**src/source/des_config.svh**
```systemverilog
`ifndef DES_CONFIG_SVH
`define DES_CONFIG_SVH

// block, key and half-block widths.
`define DES_BLOCK_W  64
`define DES_KEY_W    64
`define DES_HALF_W   32

// key after permuted choice 1, and one round key.
`define DES_CD_W     56
`define DES_SUBKEY_W 48

// round count and round counter width.
`define DES_ROUNDS   16
`define DES_ROUND_W  4

`endif

```
**src/source/des_pkg.sv**
```systemverilog
`include "des_config.svh"

package des_pkg;

    typedef logic [`DES_BLOCK_W-1:0]  block_t;
    typedef logic [`DES_CD_W-1:0]     cd_t;
    typedef logic [`DES_HALF_W-1:0]   half_t;
    typedef logic [`DES_SUBKEY_W-1:0] subkey_t;
    typedef logic [`DES_ROUND_W-1:0]  round_t;

    typedef enum logic {
        op_encrypt = 1'b0,
        op_decrypt = 1'b1
    } des_op_e;

    typedef enum logic {
        st_idle = 1'b0,
        st_run  = 1'b1
    } ctrl_state_e;

    localparam int CD_HALF = `DES_CD_W / 2;

    // ########################################################################
    // permutation tables, bit 1 is the msb as in the standard.
    // ########################################################################

    localparam byte unsigned IP_TAB [64] = '{
        58, 50, 42, 34, 26, 18, 10, 2, 60, 52, 44, 36, 28, 20, 12, 4,
        62, 54, 46, 38, 30, 22, 14, 6, 64, 56, 48, 40, 32, 24, 16, 8,
        57, 49, 41, 33, 25, 17,  9, 1, 59, 51, 43, 35, 27, 19, 11, 3,
        61, 53, 45, 37, 29, 21, 13, 5, 63, 55, 47, 39, 31, 23, 15, 7};

    localparam byte unsigned FP_TAB [64] = '{
        40, 8, 48, 16, 56, 24, 64, 32, 39, 7, 47, 15, 55, 23, 63, 31,
        38, 6, 46, 14, 54, 22, 62, 30, 37, 5, 45, 13, 53, 21, 61, 29,
        36, 4, 44, 12, 52, 20, 60, 28, 35, 3, 43, 11, 51, 19, 59, 27,
        34, 2, 42, 10, 50, 18, 58, 26, 33, 1, 41,  9, 49, 17, 57, 25};

    localparam byte unsigned PC1_TAB [56] = '{
        57, 49, 41, 33, 25, 17,  9,  1, 58, 50, 42, 34, 26, 18,
        10,  2, 59, 51, 43, 35, 27, 19, 11,  3, 60, 52, 44, 36,
        63, 55, 47, 39, 31, 23, 15,  7, 62, 54, 46, 38, 30, 22,
        14,  6, 61, 53, 45, 37, 29, 21, 13,  5, 28, 20, 12,  4};

    localparam byte unsigned PC2_TAB [48] = '{
        14, 17, 11, 24,  1,  5,  3, 28, 15,  6, 21, 10,
        23, 19, 12,  4, 26,  8, 16,  7, 27, 20, 13,  2,
        41, 52, 31, 37, 47, 55, 30, 40, 51, 45, 33, 48,
        44, 49, 39, 56, 34, 53, 46, 42, 50, 36, 29, 32};

    localparam byte unsigned E_TAB [48] = '{
        32,  1,  2,  3,  4,  5,  4,  5,  6,  7,  8,  9,
         8,  9, 10, 11, 12, 13, 12, 13, 14, 15, 16, 17,
        16, 17, 18, 19, 20, 21, 20, 21, 22, 23, 24, 25,
        24, 25, 26, 27, 28, 29, 28, 29, 30, 31, 32,  1};

    localparam byte unsigned P_TAB [32] = '{
        16,  7, 20, 21, 29, 12, 28, 17,  1, 15, 23, 26,  5, 18, 31, 10,
         2,  8, 24, 14, 32, 27,  3,  9, 19, 13, 30,  6, 22, 11,  4, 25};

    // one row of 16 per line, four rows per box.
    localparam logic [3:0] SBOX_TAB [8][64] = '{
        '{14,  4, 13,  1,  2, 15, 11,  8,  3, 10,  6, 12,  5,  9,  0,  7,
           0, 15,  7,  4, 14,  2, 13,  1, 10,  6, 12, 11,  9,  5,  3,  8,
           4,  1, 14,  8, 13,  6,  2, 11, 15, 12,  9,  7,  3, 10,  5,  0,
          15, 12,  8,  2,  4,  9,  1,  7,  5, 11,  3, 14, 10,  0,  6, 13},
        '{15,  1,  8, 14,  6, 11,  3,  4,  9,  7,  2, 13, 12,  0,  5, 10,
           3, 13,  4,  7, 15,  2,  8, 14, 12,  0,  1, 10,  6,  9, 11,  5,
           0, 14,  7, 11, 10,  4, 13,  1,  5,  8, 12,  6,  9,  3,  2, 15,
          13,  8, 10,  1,  3, 15,  4,  2, 11,  6,  7, 12,  0,  5, 14,  9},
        '{10,  0,  9, 14,  6,  3, 15,  5,  1, 13, 12,  7, 11,  4,  2,  8,
          13,  7,  0,  9,  3,  4,  6, 10,  2,  8,  5, 14, 12, 11, 15,  1,
          13,  6,  4,  9,  8, 15,  3,  0, 11,  1,  2, 12,  5, 10, 14,  7,
           1, 10, 13,  0,  6,  9,  8,  7,  4, 15, 14,  3, 11,  5,  2, 12},
        '{ 7, 13, 14,  3,  0,  6,  9, 10,  1,  2,  8,  5, 11, 12,  4, 15,
          13,  8, 11,  5,  6, 15,  0,  3,  4,  7,  2, 12,  1, 10, 14,  9,
          10,  6,  9,  0, 12, 11,  7, 13, 15,  1,  3, 14,  5,  2,  8,  4,
           3, 15,  0,  6, 10,  1, 13,  8,  9,  4,  5, 11, 12,  7,  2, 14},
        '{ 2, 12,  4,  1,  7, 10, 11,  6,  8,  5,  3, 15, 13,  0, 14,  9,
          14, 11,  2, 12,  4,  7, 13,  1,  5,  0, 15, 10,  3,  9,  8,  6,
           4,  2,  1, 11, 10, 13,  7,  8, 15,  9, 12,  5,  6,  3,  0, 14,
          11,  8, 12,  7,  1, 14,  2, 13,  6, 15,  0,  9, 10,  4,  5,  3},
        '{12,  1, 10, 15,  9,  2,  6,  8,  0, 13,  3,  4, 14,  7,  5, 11,
          10, 15,  4,  2,  7, 12,  9,  5,  6,  1, 13, 14,  0, 11,  3,  8,
           9, 14, 15,  5,  2,  8, 12,  3,  7,  0,  4, 10,  1, 13, 11,  6,
           4,  3,  2, 12,  9,  5, 15, 10, 11, 14,  1,  7,  6,  0,  8, 13},
        '{ 4, 11,  2, 14, 15,  0,  8, 13,  3, 12,  9,  7,  5, 10,  6,  1,
          13,  0, 11,  7,  4,  9,  1, 10, 14,  3,  5, 12,  2, 15,  8,  6,
           1,  4, 11, 13, 12,  3,  7, 14, 10, 15,  6,  8,  0,  5,  9,  2,
           6, 11, 13,  8,  1,  4, 10,  7,  9,  5,  0, 15, 14,  2,  3, 12},
        '{13,  2,  8,  4,  6, 15, 11,  1, 10,  9,  3, 14,  5,  0, 12,  7,
           1, 15, 13,  8, 10,  3,  7,  4, 12,  5,  6, 11,  0, 14,  9,  2,
           7, 11,  4,  1,  9, 12, 14,  2,  0,  6, 10, 13, 15,  3,  5,  8,
           2,  1, 14,  7,  4, 10,  8, 13, 15, 12,  9,  0,  3,  5,  6, 11}};

    // ########################################################################
    // table functions.
    // ########################################################################

    function automatic block_t ip(block_t b);
        block_t r;
        for (int i = 0; i < `DES_BLOCK_W; i++) begin
            r[`DES_BLOCK_W-1-i] = b[`DES_BLOCK_W - IP_TAB[i]];
        end
        return r;
    endfunction

    function automatic block_t fp(block_t b);
        block_t r;
        for (int i = 0; i < `DES_BLOCK_W; i++) begin
            r[`DES_BLOCK_W-1-i] = b[`DES_BLOCK_W - FP_TAB[i]];
        end
        return r;
    endfunction

    // parity bits 8, 16 .. 64 are dropped here.
    function automatic cd_t pc1(logic [`DES_KEY_W-1:0] k);
        cd_t r;
        for (int i = 0; i < `DES_CD_W; i++) begin
            r[`DES_CD_W-1-i] = k[`DES_KEY_W - PC1_TAB[i]];
        end
        return r;
    endfunction

    function automatic subkey_t pc2(cd_t cd);
        subkey_t r;
        for (int i = 0; i < `DES_SUBKEY_W; i++) begin
            r[`DES_SUBKEY_W-1-i] = cd[`DES_CD_W - PC2_TAB[i]];
        end
        return r;
    endfunction

    function automatic subkey_t expand(half_t h);
        subkey_t r;
        for (int i = 0; i < `DES_SUBKEY_W; i++) begin
            r[`DES_SUBKEY_W-1-i] = h[`DES_HALF_W - E_TAB[i]];
        end
        return r;
    endfunction

    function automatic half_t pperm(half_t h);
        half_t r;
        for (int i = 0; i < `DES_HALF_W; i++) begin
            r[`DES_HALF_W-1-i] = h[`DES_HALF_W - P_TAB[i]];
        end
        return r;
    endfunction

    // row from the outer bits, column from the inner four.
    function automatic logic [3:0] sbox(logic [2:0] num, logic [5:0] x);
        return SBOX_TAB[num][{x[5], x[0], x[4:1]}];
    endfunction

    function automatic logic [1:0] shift_amount(logic [4:0] round_num);
        if (round_num == 5'd1 || round_num == 5'd2 || round_num == 5'd9 ||
            round_num == 5'd16) begin
            return 2'd1;
        end
        return 2'd2;
    endfunction

    // rotates C and D separately.
    function automatic cd_t cd_rotate(cd_t cd, logic [1:0] amt, logic right);
        logic [CD_HALF-1:0] c;
        logic [CD_HALF-1:0] d;
        c = cd[`DES_CD_W-1:CD_HALF];
        d = cd[CD_HALF-1:0];
        for (int i = 0; i < 2; i++) begin
            if (i < int'(amt)) begin
                if (right) begin
                    c = {c[0], c[CD_HALF-1:1]};
                    d = {d[0], d[CD_HALF-1:1]};
                end else begin
                    c = {c[CD_HALF-2:0], c[CD_HALF-1]};
                    d = {d[CD_HALF-2:0], d[CD_HALF-1]};
                end
            end
        end
        return {c, d};
    endfunction

endpackage

```
**src/source/des_ctrl_if.sv**
```systemverilog
interface des_ctrl_if import des_pkg::*; ();

    logic   key_wr;
    logic   load;
    logic   round_en;
    logic   decrypt;
    round_t round;

    modport control (
        output key_wr, load, round_en, decrypt, round
    );

    modport schedule (
        input key_wr, load, round_en, decrypt, round
    );

    modport datapath (
        input load, round_en
    );

endinterface

```
**src/source/des_control.sv**
```systemverilog
`include "des_config.svh"

module des_control import des_pkg::*; (
    input  logic        ck,
    input  logic        rst_n,
    input  logic        key_load,
    input  logic        start,
    input  des_op_e     op,
    output logic        busy,
    output logic        done,
    des_ctrl_if.control ctrl
);

    localparam round_t ROUND_LAST = round_t'(`DES_ROUNDS - 1);

    ctrl_state_e state;
    round_t      round_q;
    des_op_e     op_q;
    logic        idle;

    assign idle = (state == st_idle);
    assign busy = !idle;

    // both strobes are dropped while a block is in flight.
    assign ctrl.key_wr   = key_load && idle;
    assign ctrl.load     = start && idle;
    assign ctrl.round_en = !idle;
    assign ctrl.round    = round_q;

    // the key schedule needs the direction already in the load cycle.
    assign ctrl.decrypt = idle ? (op == op_decrypt) : (op_q == op_decrypt);

    always_ff @(posedge ck) begin
        if (!rst_n) begin
            state   <= st_idle;
            round_q <= '0;
            op_q    <= op_encrypt;
            done    <= 1'b0;
        end else begin
            done <= 1'b0;
            case (state)
                st_idle: begin
                    if (ctrl.load) begin
                        state   <= st_run;
                        round_q <= '0;
                        op_q    <= op;
                    end
                end
                st_run: begin
                    round_q <= round_q + 1'b1;
                    if (round_q == ROUND_LAST) begin
                        state <= st_idle;
                        done  <= 1'b1;
                    end
                end
                default: state <= st_idle;
            endcase
        end
    end

endmodule

```
**src/source/des_key_schedule.sv**
```systemverilog
`include "des_config.svh"

module des_key_schedule import des_pkg::*; (
    input  logic         ck,
    input  logic         rst_n,
    input  block_t       key,
    des_ctrl_if.schedule ctrl,
    output subkey_t      subkey
);

    cd_t        key_cd;
    cd_t        work_cd;
    logic [4:0] next_round;
    logic [1:0] amt;

    // rotation that takes the working key to the next round's key.
    always_comb begin
        if (ctrl.decrypt) begin
            next_round = 5'(`DES_ROUNDS) - {1'b0, ctrl.round};
        end else begin
            next_round = {1'b0, ctrl.round} + 5'd2;
        end
        amt = shift_amount(next_round);
    end

    always_ff @(posedge ck) begin
        if (!rst_n) begin
            key_cd <= '0;
        end else if (ctrl.key_wr) begin
            key_cd <= pc1(key);
        end
    end

    // the 16 encryption rotations sum to 28, so the last round key of
    // encryption is the stored key itself.
    always_ff @(posedge ck) begin
        if (ctrl.load) begin
            if (ctrl.decrypt) begin
                work_cd <= key_cd;
            end else begin
                work_cd <= cd_rotate(key_cd, 2'd1, 1'b0);
            end
        end else if (ctrl.round_en) begin
            work_cd <= cd_rotate(work_cd, amt, ctrl.decrypt);
        end
    end

    assign subkey = pc2(work_cd);

endmodule

```
**src/source/des_datapath.sv**
```systemverilog
module des_datapath import des_pkg::*; (
    input  logic         ck,
    input  logic         rst_n,
    input  block_t       block_in,
    input  subkey_t      subkey,
    des_ctrl_if.datapath ctrl,
    output block_t       block_out
);

    half_t   l_q;
    half_t   r_q;
    half_t   l_next;
    half_t   r_next;
    subkey_t mixed;
    half_t   s_out;
    block_t  ip_blk;

    assign ip_blk = ip(block_in);

    // ########################################################################
    // feistel round.
    // ########################################################################

    always_comb begin
        mixed = expand(r_q) ^ subkey;
        for (int i = 0; i < 8; i++) begin
            s_out[31-4*i -: 4] = sbox(3'(i), mixed[47-6*i -: 6]);
        end
        l_next = r_q;
        r_next = l_q ^ pperm(s_out);
    end

    always_ff @(posedge ck) begin
        if (ctrl.load) begin
            l_q <= ip_blk[63:32];
            r_q <= ip_blk[31:0];
        end else if (ctrl.round_en) begin
            l_q <= l_next;
            r_q <= r_next;
        end
    end

    // halves swap before the final permutation.
    // the last round_en leaves the finished block here.
    always_ff @(posedge ck) begin
        if (!rst_n) begin
            block_out <= '0;
        end else if (ctrl.round_en) begin
            block_out <= fp({r_next, l_next});
        end
    end

endmodule

```
**src/source/des_core.sv**
```systemverilog
module des_core import des_pkg::*; (
    input  logic    ck,
    input  logic    rst_n,
    input  logic    key_load,
    input  block_t  key,
    input  logic    start,
    input  des_op_e op,
    input  block_t  block_in,
    output block_t  block_out,
    output logic    done,
    output logic    busy
);

    subkey_t subkey;

    des_ctrl_if ctrl_bus ();

    des_control i_des_control (
        .ck       (ck),
        .rst_n    (rst_n),
        .key_load (key_load),
        .start    (start),
        .op       (op),
        .busy     (busy),
        .done     (done),
        .ctrl     (ctrl_bus.control)
    );

    des_key_schedule i_des_key_schedule (
        .ck     (ck),
        .rst_n  (rst_n),
        .key    (key),
        .ctrl   (ctrl_bus.schedule),
        .subkey (subkey)
    );

    // one round circuit, reused for all sixteen rounds.
    des_datapath i_des_datapath (
        .ck        (ck),
        .rst_n     (rst_n),
        .block_in  (block_in),
        .subkey    (subkey),
        .ctrl      (ctrl_bus.datapath),
        .block_out (block_out)
    );

endmodule

```
**config.mk**
```make
export PLATFORM = sky130hd
export DESIGN_NAME = des_core
export DESIGN_NICKNAME = d
export VERILOG_FILES = /design/src/source/des_pkg.sv /design/src/source/des_ctrl_if.sv /design/src/source/des_control.sv /design/src/source/des_key_schedule.sv /design/src/source/des_datapath.sv /design/src/source/des_core.sv
export VERILOG_INCLUDE_DIRS = /design/src /design/src/source
export SDC_FILE = /design/constraint.sdc
export NUM_CORES = 1
export LEC_CHECK = 0
export BUFFER_PORTS_ARGS = -buffer_cell sky130_fd_sc_hd__clkbuf_2
export CORE_UTILIZATION = 65
export CTS_BUF_LIST = sky130_fd_sc_hd__clkbuf_2
export CTS_CLUSTER_SIZE = 8
export DETAILED_ROUTE_END_ITERATION = 6
export GPL_TIMING_DRIVEN = 1
export PLACE_DENSITY = 0.87
export SLEW_MARGIN = 40
export SYNTH_ARGS = -nofsm -noshare
export SYNTH_HDL_FRONTEND = slang
export SYNTH_SLANG_ARGS = --single-unit
```
**constraint.sdc**
```tcl
create_clock -name ck -period 5.1 [get_ports ck]
set_clock_uncertainty 0.2 [all_clocks]
set_input_delay 0.51 -clock ck [delete_from_list [all_inputs] [get_ports ck]]
set_output_delay 0.51 -clock ck [all_outputs]
set_load 0.005 [all_outputs]
```
# After elaboration in Yosys (flattened, before gate mapping)
# Memory sizes are Yosys's and may differ from the RTL's.
# Index checks and enable logic that the tools add are counted.
dict set report classes {
  magnitude_cmp 10
  addsub 3
  n_reduce_logical 8
  bitwise 11
  eq_ne 6
  mux 42
}
# operator n
set op_table {}
lappend op_table {{$mux 28} 8}
lappend op_table {{$mux 56} 3}
lappend op_table {{$mux 32} 4}
lappend op_table {{$mux 4} 17}
lappend op_table {{$ge 7x7->1 const B} 8}
lappend op_table {{$not 6->7} 8}
lappend op_table {{$xor 48x48->48} 1}
lappend op_table {{$xor 32x32->32} 1}
lappend op_table {{$pmux 4 s2} 1}
lappend op_table {{$add 4x2->5 const B} 1}
lappend op_table {{$eq 5x1->1 const B} 1}
lappend op_table {{$eq 5x2->1 const B} 1}
lappend op_table {{$eq 5x4->1 const B} 1}
lappend op_table {{$eq 5x5->1 const B} 1}
lappend op_table {{$mux 1} 5}
lappend op_table {{$mux 5} 1}
lappend op_table {{$sub 5x4->5 const A} 1}
lappend op_table {{$add 4x1->4 const B} 1}
lappend op_table {{$eq 4x4->1 const B} 1}
lappend op_table {{$lt 1x2->1 const A} 2}
lappend op_table {{$mux 2} 2}
lappend op_table {{$reduce_and 2->1} 2}
lappend op_table {{$logic_or 1x1->1} 3}
lappend op_table {{$logic_and 1x1->1} 2}
lappend op_table {{other kinds (4)} 4}
dict set report totals {
  register_bits 247
  romBits 2048
  mem_count 8
  input_bits 133
}
# memory words word_bits read_ports rd_clocked_by_memory_dff wr line_no
set memory_table {}
lappend memory_table {{(no name shown)} 64 4 1 0 0 des_pkg.sv:151} ;# return SBOX_TAB[num][{x[5], x[0], x[4:1]}];
lappend memory_table {{(no name shown)} 64 4 1 0 0 des_pkg.sv:151}
lappend memory_table {{(no name shown)} 64 4 1 0 0 des_pkg.sv:151}
lappend memory_table {{(no name shown)} 64 4 1 0 0 des_pkg.sv:151}
lappend memory_table {{(no name shown)} 64 4 1 0 0 des_pkg.sv:151}
lappend memory_table {{(no name shown)} 64 4 1 0 0 des_pkg.sv:151}
lappend memory_table {{2 more memories} - - - - - -}

# Logic depth before layout (Yosys ltp)
dict set report depth {
  word_depth 14
  ltp_mapped 11
}

# Cells and area by module
# Synthesis repeated with hierarchy kept, for this count alone.
dict set report unflattened {
  cells_unflattened 2151
  hier_area_um2 19178.4
}
# module area_per_inst_um2 cells_per_inst n_inst
set modules_own_cells {}
lappend modules_own_cells {des_datapath 11202.0 1248 1}
lappend modules_own_cells {des_key_schedule 7631.1 867 1}
lappend modules_own_cells {des_control 345.3 36 1}

# Worst setup path after synthesis
# Ideal clock, no wire load.
dict set report synth_path {
  kind {register to register}
  from {register i_des_datapath.r_q[16] (netlist: i_des_datapath.l_next[16])}
  to {register i_des_datapath.r_q[12] (netlist: i_des_datapath.l_next[12]) (data pin)}
  required_ns 4.630
  n_path_buf 1
  slack_ns 1.739
  t_arrival_ns 2.891
  setup_time_ns 0.270
  period_less_slack_ns 3.361
  path_stages_with_launch 10
  path_cell_list {edfxtp_1 -> buf_4 -> xnor2_1 -> inv_1 -> ha_1 -> inv_1 -> mux4_2 -> mux4_2 -> xor2_1 -> a21oi_1}
}
dict set report synth_via {
  elab_chain_cells 8
}
# element line_no
set synth_rtl {}
lappend synth_rtl {{start, declared} des_datapath.sv:11} ;# half_t r_q;
lappend synth_rtl {{start signal, assigned} des_datapath.sv:36} ;# r_q <= ip_blk[31:0];
lappend synth_rtl {{start signal, assigned} des_datapath.sv:39} ;# r_q <= r_next;
lappend synth_rtl {{$xor 48x48->48} des_datapath.sv:25} ;# mixed = expand(r_q) ^ subkey;
lappend synth_rtl {{$not 6->7 (implied by the code)} des_pkg.sv:151}
lappend synth_rtl {{$mem_v2 64x4} -}
lappend synth_rtl {{$mux 4 (implied by the code) (2 in series)} des_pkg.sv:151}
lappend synth_rtl {{$xor 32x32->32} des_datapath.sv:30} ;# r_next = l_q ^ pperm(s_out);
lappend synth_rtl {{$mux 32} des_datapath.sv:37} ;# end else if (ctrl.round_en) begin
lappend synth_rtl {{$mux 32} des_datapath.sv:34} ;# if (ctrl.load) begin
# Every way passes these cells. The select of a mux whose other input is x is not followed.
# A chain may end at the register's enable or synchronous reset.

# Worst setup path in the final report
# Ends and elaborated chain as after synthesis.

==> results by group <==
Run status
  – Outcome: complete, no violations

Route
  – Drt pass-1 iters: 6
  – DRT iter0 DRCs: 2410
  – ANT nets after route: 0
  – Via Count: 17900
  – WL per Instance: 20.1 microns
  – Post-Route WL: 56.3 mm
  – Vias per cell: 6.40
  – DRC Markers: 0

Worst setup path
  – Startpoint class of the critical path: flip-flop
  – Worst-path fanout max: 11
  – CP Capture Type: flip-flop
  – R2R Setup Slk: 1.43 ns
  – CP required: 5.47 ns
  – Worst-path cell chain: xnor2_2, inv_1, ha_1, inv_1, mux4_2, mux4_2, xor2_1, a21oi_1
  – WS Path Type: reg2reg
  – R2R Path Start: i_des_datapath.l_next[16]
  – Slowest CP cell: edfxtp_1
  – Worst path max stage delay: 0.58 ns
  – Worst Setup SP: i_des_datapath.l_next[16]
  – Worst Path Arrival: 4.04 ns

Floorplan
  – Initial core utilization: 66.4%
  – Die area: 28200 sq um
  – I/O pin total: 199
  – Core area: 27000 sq um
  – Num rows: 60
  – Die extent in x: 168 microns
  – Chip Height: 168 microns

Clocking
  – Clock transition at path regs: 0.13 ns
  – Cts repair resizes: 0
  – CTS Hold Buffers Added: 144
  – Worst-Skew Late Latency: 0.88 ns
  – Clock net sink count: 247
  – Max clock buf depth: 3
  – Root buffer cell: clkbuf_2
  – H-tree level count: 3
  – Number of CTS-inserted buffers: 68
  – Post-CTS Setup Bufs: 0
  – CTS tree: done

Logic synthesis
  – Synth async-reset ratio: 0%
  – Synthesized area: 17900 sq um
  – Number of flops mapped to enable cells by yosys: 120
  – Synthesized flop and latch total: 247
  – Mean area per synthesized cell: 8.37 sq um
  – Post-synth net total: 2337
  – Synth area leader: edfxtp_1
  – Main flop type after synthesis: dfxtp_1
  – Synth top area share: 20.1%
  – Sequential share of the synthesized area: 34.3%
  – Cells after synthesis: 2138
  – Library cells used by synthesis: 95
  – Synthesis warning total: 0
  – Commonest cells in the netlist: 514 x nand2_1, 162 x nor2_1, 159 x a21oi_1, 127 x dfxtp_1, 120 x edfxtp_1
  – Synth area leaders: edfxtp_1 20%, dfxtp_1 14%, nand2_1 11%
  – Count leader, synth: nand2_1

Global route
  – Number of global-route vias before repair: 16900
  – Gr usage total: 39.2%
  – GR Overflow Total: 0
  – First-pass GRT wire length: 88.2 mm
  – Initial antenna violation count: 1
  – Largest net degree at the start of global routing: 148

STA
  – RSZ-0062 raised after global routing: false
  – Final slew viol count: 0
  – Max_slew headroom: 43.1%
  – Fmax: 0.272 GHz
  – Period utilisation layout: 72.0%
  – Final Hold Viols: 0
  – Final setup vio count: 0
  – Setup TNS: 0 ns
  – Worst Tran Pin Value: 0.853 ns
  – Period minus WS final: 3.67 ns

Pwr
  – VDD IR max: 261 uV
  – Reg power frac: 25.6%
  – Leakage power: 0.00886 uW
  – Pint: 7070 uW
  – Tot Pwr: 13800 uW
  – Power share of the clock group: 11.5%
  – Combinational Power Share: 62.9%
  – P per Cell Area: 653 nW/um^2
  – Switching Fraction: 48.7%
  – Sw power: 6720 uW

Cells and area
  – Finished Cell Area: 21100 sq um
  – Syn-to-layout area delta: 17.9%
  – Finished Layout Cells: 2801
  – # nets final: 2606
  – Layout cell share with drive strength beyond 1: 17.4%

Min path
  – Worst Hold Launch: rst_n
  – Hold Path Class: in2reg

Place
  – DP HPWL: 35.1 mm
  – Port buffer count: 190
  – DP Area: 18900 sq um
  – Placed insts: 2534
  – GP Congestion: 0.949

Job
  – Max-Cap Viols: 0
==> power by group through the flow <==
stage | logic, uW | clock network [uW] | registers [uW]
3_5_place_dp | 8300 | 0 | 3520
6_report | 8670 | 1590 | 3530
3_3_place_gp | 8060 | 0 | 3470
5_1_grt | 9410 | 1700 | 3560
2_1_floorplan | 6860 | 0 | 3030
4_1_cts | 8420 | 1580 | 3470
==> cell type report <==
| class | count | area, sq um |
|---|---|---|
| Clock inverter | 21 | 169 |
| Sequential cell | 247 | 6150 |
| Clock buffer | 101 | 505 |
| Antenna cell | 1 | 2.50 |
| Tap cell | 341 | 427 |
| Inverter | 59 | 225 |
| Timing Repair Buffer | 358 | 2630 |
| Multi-Input combinational cell | 1673 | 11000 |
| Fill cell | 1791 | 5840 |
==> metal layers <==
| metal | part of all wire, % | global-route usage (%) | vias up |
|---|---|---|---|
| met2 | 46 | 63.0 | 1164 |
| met1 | 39 | 51.2 | 8354 |
| li1 | - | - | 8226 |
| met5 | 0 | 0 | - |
| met3 | 10 | 7.10 | 186 |
| met4 | 4.4 | 19.0 | 0 |
==> metrics by stage <==
| stage | setup slack (ns) | util (%) | hold slack [ns] |
|---|---|---|---|
| after floorplan | 1.74 | - | 0.246 |
| after global placement | 1.30 | 69.6 | 0.260 |
| after detailed placement | 1.23 | 70.1 | 0.261 |
| after CTS | 1.13 | 77.9 | 0.00723 |
| after global routing | 1.19 | 78.3 | 0.0710 |
| final | 1.43 | 78.3 | 0.109 |
==> critical path, delay by kind of cell (launching register included) <==
kind	cells	cell delay, ns
muxes	2	0.94
xor gates and xnor gates	2	0.76
DFF	1	0.58
adders and majority gates	1	0.48
buffers and inverters	2	0.29
AOI/OAI and AO/OA	1	0.11
==> registers in the layout, indices dropped and copies added, names as in the netlist <==
signal and cells:
i_des_control.busy 1, i_des_control.ctrl.round 4, i_des_control.done 1, i_des_control.op_q 1, i_des_datapath.block_out 64, i_des_datapath.l_next 32
i_des_datapath.l_q 32, i_des_key_schedule.key_cd 56, i_des_key_schedule.work_cd 56
==> worst paths after layout <==
kind,end,cells after the start
setup reg to reg,i_des_datapath.l_next[12],8
setup / recovery,i_des_datapath.l_next[12],8
hold reg to reg,i_des_key_schedule.key_cd[52],2
hold / removal,i_des_datapath.block_out[40],4
==> placed cells by master, fill, tap and decap left out, types with 5 or more instances in the layout <==
cell / count
inv_1: 50
mux2_2: 6
nor3_1: 42
nand4_1: 9
o31ai_1: 10
mux4_2: 27
or3_1: 13
a31oi_1: 29
clkinv_1: 14
clkbuf_2: 291
nor2_1: 162
dlygate4sd3_1: 144
o21ai_0: 51
buf_4: 17
a311oi_1: 54
mux2i_1: 96
xnor2_1: 44
xor2_1: 28
nand3_1: 64
inv_2: 6
xnor2_2: 17
nand2_1: 513
o221ai_1: 8
xnor2_4: 5
o2111ai_1: 10
and3_1: 65
edfxtp_1: 120
a21oi_1: 159
dfxtp_1: 126
ha_1: 66
a311o_1: 6
a211oi_1: 20
o311ai_0: 7
xor2_2: 19
a2111oi_0: 8
a211o_1: 6
o211ai_1: 17
==> cells by family after synthesis <==
family	share of synthesized area, %
muxes	9.56
buffers and inverters	5.49
DFF	34.3
and+or+nand+nor	21.2
adders and majority gates	4.67
xor gates and xnor gates	7.26
AOI/OAI and AO/OA	17.5
Power figures use the tool's default switching activity.
